`src/logic/icachePkg.sv`:
```
package icachePkg;

  //////////////////////////////////////////////////////////////////////
  // address split and cache geometry
  //////////////////////////////////////////////////////////////////////

  localparam int tagW = 6;                    // tag bits addr[15:10]
  localparam int setW = 6;                    // set index bits addr[9:4]
  localparam int offW = 3;                    // word offset bits addr[3:1]
  localparam int wordW = 16;                  // instruction word and address width

  localparam int numSets = 64;                // default set count
  localparam int blockWords = 8;              // words per block

  // cpu address as seen by the cache with bit 0 unused
  typedef struct packed {
    logic [tagW-1:0] tag;                     // compared against metaEntry.tag
    logic [setW-1:0] set;                     // picks the set in both ways
    logic [offW-1:0] off;                     // word within the block
    logic            pad;                     // ignored
  } addrFields;

  //////////////////////////////////////////////////////////////////////
  // per-set metadata, one entry per way
  //////////////////////////////////////////////////////////////////////

  // lru in bit 7 and vld in bit 6 above the tag
  typedef struct packed {
    logic            lru;                     // set when this way was used last
    logic            vld;                     // block holds real data
    logic [tagW-1:0] tag;                     // tag of the resident block
  } metaEntry;

  // miss handling states
  typedef enum logic [1:0] {
    idle,                                     // waiting for a miss
    fetch,                                    // issue one memory read
    waitAck,                                  // wait for the word to come back
    commit                                    // write the new metadata
  } fillState;

endpackage

```
`src/logic/fillCtrl.sv`:
```
`timescale 1ns/1ns

module fillCtrl (
  input  logic                        clk,
  input  logic                        rst,
  input  logic                        miss,      // from the tag compare
  input  logic [icachePkg::wordW-1:0] addr,      // cpu address, held while stalled
  input  logic                        victimWay, // replacement choice
  input  logic                        memAck,    // word strobe from memory
  input  logic [icachePkg::wordW-1:0] memData,   // valid with memAck
  output logic                        memRd,     // read strobe to memory
  output logic [icachePkg::wordW-1:0] memAddr,   // word address of the read
  output logic                        dataWe,    // write one word into the victim
  output logic                        fillWay,   // latched victim
  output logic [icachePkg::offW-1:0]  fillOff,   // offset of the word written
  output logic [icachePkg::wordW-1:0] fillData,  // word written
  output logic                        metaWe     // commit strobe
);

  icachePkg::fillState         state;            // fill FSM
  icachePkg::addrFields        blockBase;        // missing block, offset zeroed
  icachePkg::addrFields        wordAddr;         // base with the counter as offset
  logic [icachePkg::offW-1:0]  wordCnt;          // next word of the block

  //////////////////////////////////////////////////////////////////////
  // state machine
  //////////////////////////////////////////////////////////////////////

  always_ff @(posedge clk) begin
    if (rst) begin
      state   <= icachePkg::idle;
      wordCnt <= '0;
    end else begin
      case (state)
        icachePkg::idle: begin
          if (miss) begin
            state   <= icachePkg::fetch;
            wordCnt <= '0;                       // always a full block
          end
        end
        icachePkg::fetch: begin
          if (!miss) begin
            state <= icachePkg::idle;            // only the lru-blocked cycle, no fill
          end else begin
            state <= icachePkg::waitAck;         // one request outstanding
          end
        end
        icachePkg::waitAck: begin
          if (memAck) begin
            if (&wordCnt) begin
              state <= icachePkg::commit;        // last word written
            end else begin
              state   <= icachePkg::fetch;
              wordCnt <= wordCnt + 1'b1;
            end
          end
        end
        default: begin
          state <= icachePkg::idle;              // commit lasts one cycle
        end
      endcase
    end
  end

  //////////////////////////////////////////////////////////////////////
  // latched block and victim
  //////////////////////////////////////////////////////////////////////

  always_ff @(posedge clk) begin
    if (state == icachePkg::idle && miss) begin
      blockBase     <= addr;
      blockBase.off <= '0;
      blockBase.pad <= 1'b0;
    end
    // lru is settled by the first fetch, nothing touches it until commit
    if (state == icachePkg::fetch && wordCnt == '0) begin
      fillWay <= victimWay;
    end
  end

  //////////////////////////////////////////////////////////////////////
  // memory and array strobes
  //////////////////////////////////////////////////////////////////////

  always_comb begin
    wordAddr     = blockBase;
    wordAddr.off = wordCnt;                      // walk the block in order
  end

  assign memAddr  = wordAddr;
  assign memRd    = (state == icachePkg::fetch) && miss;
  assign dataWe   = (state == icachePkg::waitAck) && memAck;
  assign fillOff  = wordCnt;
  assign fillData = memData;                     // written the cycle it arrives
  assign metaWe   = (state == icachePkg::commit);

endmodule

```
`config.mk`:
```
export PLATFORM = sky130hd
export DESIGN_NAME = fillCtrl
export DESIGN_NICKNAME = d
export VERILOG_FILES = /design/src/logic/icachePkg.sv /design/src/logic/fillCtrl.sv
export SDC_FILE = /design/constraint.sdc
export NUM_CORES = 1
export LEC_CHECK = 0
export ABC_CLOCK_PERIOD_IN_PS = 1600
export BUFFER_PORTS_ARGS = -buffer_cell sky130_fd_sc_hd__buf_4
export CAP_MARGIN = 15
export CORE_ASPECT_RATIO = 1.5
export CORE_UTILIZATION = 33
export DETAILED_ROUTE_END_ITERATION = 6
export PLACE_DENSITY = 0.75
export REMOVE_ABC_BUFFERS = 1
export SYNTH_ARGS = -nofsm -noshare
export SYNTH_HDL_FRONTEND = slang
export SYNTH_SLANG_ARGS = --single-unit
```
`constraint.sdc`:
```
create_clock -name clk -period 1.6 [get_ports clk]
set_clock_uncertainty 0.1 [all_clocks]
set_input_delay 0.16 -clock clk [delete_from_list [all_inputs] [get_ports clk]]
set_output_delay 0.16 -clock clk [all_outputs]
set_load 0.05 [all_outputs]
```
== Word-level counts from Yosys, hierarchy flattened ==
Cells that the tools add are included.
Widths: inputs -> output; s select.
Cells by class
  multiplexer cells: 9
  reduce and logical (&&, ||, !) cells: 10
  equality and inequality tests: 6
  add/subtract/negate cells: 1
Operators by type and width (count)
  $mux 3: 3
  $mux 2: 4
  $ne 2x2->1 const B: 3
  $pmux 2 s3: 1
  $pmux 3 s2: 1
  $eq 2x2->1 const B: 2
  $logic_and 1x1->1: 4
  $reduce_and 4->1: 1
  $add 3x1->3 const B: 1
  $logic_not 3->1: 1
  $reduce_and 3->1: 1
  $eq 2x1->1 const B: 1
  $logic_not 2->1: 1
  $reduce_and 2->1: 1
  $reduce_bool 2->1: 1
Word-level totals
  logic and storage cells: 31
  input bits: 37
  register bits: 18
  output and inout port bits: 39

== Logic depth before layout (Yosys ltp) ==
  depth after elaboration: 4
  gate-level depth with buffers: 5

== Worst setup path after synthesis ==
Ideal clock, no wire load.
  path type: register to register
  start point: reg wordCnt (netlist bit fillOff[1])
  end point: reg wordCnt (netlist bit fillOff[2])
  arrival time: 1.613 ns
  library setup time: 0.061 ns
  stages on the path, launching flop included: 6
  slack: -0.174 ns
  cells stage by stage: dfxtp_1 ha_1 ha_1 inv_1 a311oi_2 a22o_1
Between the ends
  word-level cells in the longest chain between the ends: 4
  elaborated cells between the ends (all ways): 7
  those cells by class: 1 x add/sub; 1 x eq/ne; 3 x mux; 2 x reduce/logical
RTL lines
  from (decl): RTL line fillCtrl.sv:23  | logic [icachePkg::offW-1:0] wordCnt;
  from (signal assigned): RTL line fillCtrl.sv:54  | wordCnt <= wordCnt + 1'b1;
  $add 3x1->3: RTL line fillCtrl.sv:54
  $mux 3: RTL line fillCtrl.sv:50  | if (&wordCnt) begin
  $mux 3: RTL line fillCtrl.sv:49  | if (memAck) begin
  $pmux 3 s2: RTL line fillCtrl.sv:34  | case (state)
Several ways; a longest one is shown, not always the timed one. The select of a mux whose other input is x is not followed.
A chain may end at the register's enable or synchronous reset.

== Worst setup path in the final report ==
  start point: reg state[0]
  end point: out memRd
Between the ends
  word-level cells in the longest chain between the ends: 2
RTL lines
  from (decl): RTL line fillCtrl.sv:20  | icachePkg::fillState state;
  from (signal assigned): RTL line fillCtrl.sv:31  | state <= icachePkg::idle;
  from (signal assigned): RTL line fillCtrl.sv:37  | state <= icachePkg::fetch;
  from (signal assigned): RTL line fillCtrl.sv:43  | state <= icachePkg::idle;
  $eq 2x1->1: RTL line fillCtrl.sv:91  | assign memRd = (state == icachePkg::fetch) && miss;
  $logic_and 1x1->1: RTL line fillCtrl.sv:91
  to (decl): RTL line fillCtrl.sv:11  | output logic memRd,
Every way passes these cells.

==> metrics.txt <==
worst setup margin 0.0730 ns; Critical Path RT 1.34 ns; layout net count about 140; Seq pwr share 53.1%; final std cells w/o fill about 130; CTS max path bufs 2; first-pass GRT wire length 2780 um; RSZ-0062 raised after global routing false; crit-path cells nand2_1 -> or2_2 -> inv_1 -> buf_4; area delta synth->final 42.4%; Gate power share 21.3%; Die X 43.4 um; fmax 655 MHz; Reg-to-Reg Start fillOff[0]; ANT cells 0; VDD IR max between 0.2 and 0.3 mV; total core area 2450 um2; Clock Power Share 25.7%; Slew Limit Fails 0; area occupied by multi-input gates between 150 and 200 um2; failing checks DRC; drt first-iter violations 28; outcome finished, violations left; share of the synthesized area in the top cell type 46.1%; gr busiest metal met2; Cell Count Post-Placement 107; fin crit period between 1.5 and 2 ns; drt via density roughly 4.6; Overall Power slightly above 1000 uW; vias in the first global route 588; count of different cell masters after synthesis 20; clock root cell clkbuf_4; TritonCTS clock tree yes; CP Buf/Inv Count 2; setup TNS 0 ns; nature of the critical path startpoint register; CP arrival about 1.3 ns; Setup crit end memRd; # port buffers 38; Tcrit/Tclk final a little over nine tenths; CP endpoint kind output pin; max-cap violations 0; met2 Resource Use GR between 20% and 30%; CP Launch Point state[0]; Setup WS pre-CTS 0.107 ns; Pwr Density approximately 850 nW/um2; Hold Path Class in2reg; final setup violation count 0; GR Util met1 14.7%; RD Place Congestion 0.676; crit path max-delay cell type dfxtp_2; Register-to-Register Path Depth 5; die height 64.1 um; largest net degree at the start of global routing 13; Hold WS 0.0386 ns; IO Pins 76; Post-Route WL 1840 um; H-tree depth 1; Post-CTS Setup Inserts 0; Post-Synthesis Cells 63; ranking of synthesized cells by area edfxtp_1 46%, buf_4 18%, dfxtp_1 12%; mapped cell area 847 um2; Final Hold Violating Endpoints 0; Internal Power 756 uW; ys flop type edfxtp_1; dpl hpwl 1380 um; layout cells sized above 1 51.5%; All-Layer GR Usage roughly 14%; Clock Sink Count 18; number of synthesized flops with an enable pin 13; CP max FO 5; CTS buffer count 3; clock slew at reported path FFs about 0.090 ns; Synth Register Bits 18; Pleak 0.000537 uW; Rows 22; DR WL/cell 14.7 um; overflow left after global routing 0; die area 2780 um2; Sw Ratio 25.8%; Clk Latency, worst-skew pair 0.28 ns; Layout fillers 222; WS Path Type reg2out; Starting Density 34.6%; Routed Antenna Nets 0; FF/Latch Area 493 um2; top post-synthesis cells by count 20 x buf_4, 13 x edfxtp_1, 5 x dfxtp_1, 5 x inv_1, 3 x ha_1; sequential element share of the synthesized area 57.9%; met3 Use GR 7.91%; First-pass DRT Iterations 7; Residual DRC 17; initial antenna violation count 0; Slowest Stage Delay on Critical Path just under 0.4 ns; Yosys warning count 0; family with the most delay on the worst path flip-flops; R2R Setup Slk 0.12 ns; Synth Area per Inst 13.4 um2; CP Depth 4; NetSw approximately 260 uW; via count 580; R2R Path End fillOff[0]; cell with the most instances after synthesis buf_4; cell taking the most area after synthesis edfxtp_1; FFs w/ async S/R, synth 0%
worst reg2reg max path: cells and delay by family (launching register included):
| kind | cells | cell delay, ns |
|---|---|---|
| AO/OA/AOI/OAI | 1 | 0.11 |
| multiplexers | 1 | 0.30 |
| buffers and inverters | 1 | 0.08 |
| flip-flops | 1 | 0.35 |
| adder cells (fa/ha/maj) | 2 | 0.44 |
worst min path at each step:
stage / from / endpoint / slack [ns] / cells past startpoint
5_1_grt: memAck / state[0] / 0.04 / 3
3_3_place_gp: memData[9] / fillData[9] / 0.22 / 0
2_1_floorplan: rst / state[1] / 0.13 / 1
3_5_place_dp: memData[9] / fillData[9] / 0.22 / 0
4_1_cts: memAck / state[0] / 0.03 / 3
6_report: memAck / state[0] / 0.04 / 3
final cells by class:
type | count | share of cell area [%]
clock buffer | 4 | 3.01
inverter | 5 | 1.56
multi-input combinational | 20 | 15.6
sequential | 18 | 40.9
tap | 24 | 2.49
timing repair buffer | 54 | 36.5
registers in the layout (all words and copies together) (netlist names):
signal,flops
fillOff,3
memAddr,12
state,2
fillWay,1
through the flow:
step | area, um2 | utilization (%)
floorplan | 697 | -
global placement | 1030 | 41.9
detailed placement | 1030 | 41.9
CTS | 1200 | 49.2
global route | 1210 | 49.2
finish | 1210 | 49.2
metal layers:
layer  vias up  share of wire [%]
met3         0                 15
li1        269                  -
met4         0                  0
met1       264                 36
met5         -                  0
met2        47                 49
power groups by stage:
stage                     combinational, uW  sequential (uW)  clock (uW)
after floorplan                        36.5              626           0
after CTS                               218              540         271
final                                   217              541         261
after global routing                    228              543         293
after detailed placement                190              550           0
after global placement                  187              549           0
placed cells by master, fill, tap and decap left out:
cell type and instances:
and2_1 1, or2_2 1, nor2b_4 1, a311oi_2 1, clkbuf_8 1, ha_1 3, nor3b_2 1, dfxtp_2 2
nor4bb_1 1, buf_4 40, nand2_1 1, a22o_1 2, nor4b_4 1, conb_1 1, and2_2 1, clkbuf_4 3
o21ai_0 1, a21oi_1 2, nor2_1 1, edfxtp_1 13, mux2_1 1, dfxtp_1 3, dlygate4sd3_1 14, inv_1 5
cell families (layout without fill, tap and decap cells):
kind of cell,Yosys count,count (layout),synth area share (%)
AO/OA/AOI/OAI,6,6,5.61
adder cells (fa/ha/maj),3,3,4.43
buffers and inverters,25,63,19.9
flip-flops,18,18,57.9
multiplexers,1,1,1.33
other,1,1,0.443
AND/OR/NAND/NOR,9,9,10.3
what timing repair did:
action / CTS / global route
hold buffers: 14 / 0
hold endpoints to repair: 15 / 0
endpoints found under the setup margin: 1 / 3
resized for setup: 1 / 1
pin swaps: 0 / 1
Power figures use the tool's default switching activity.
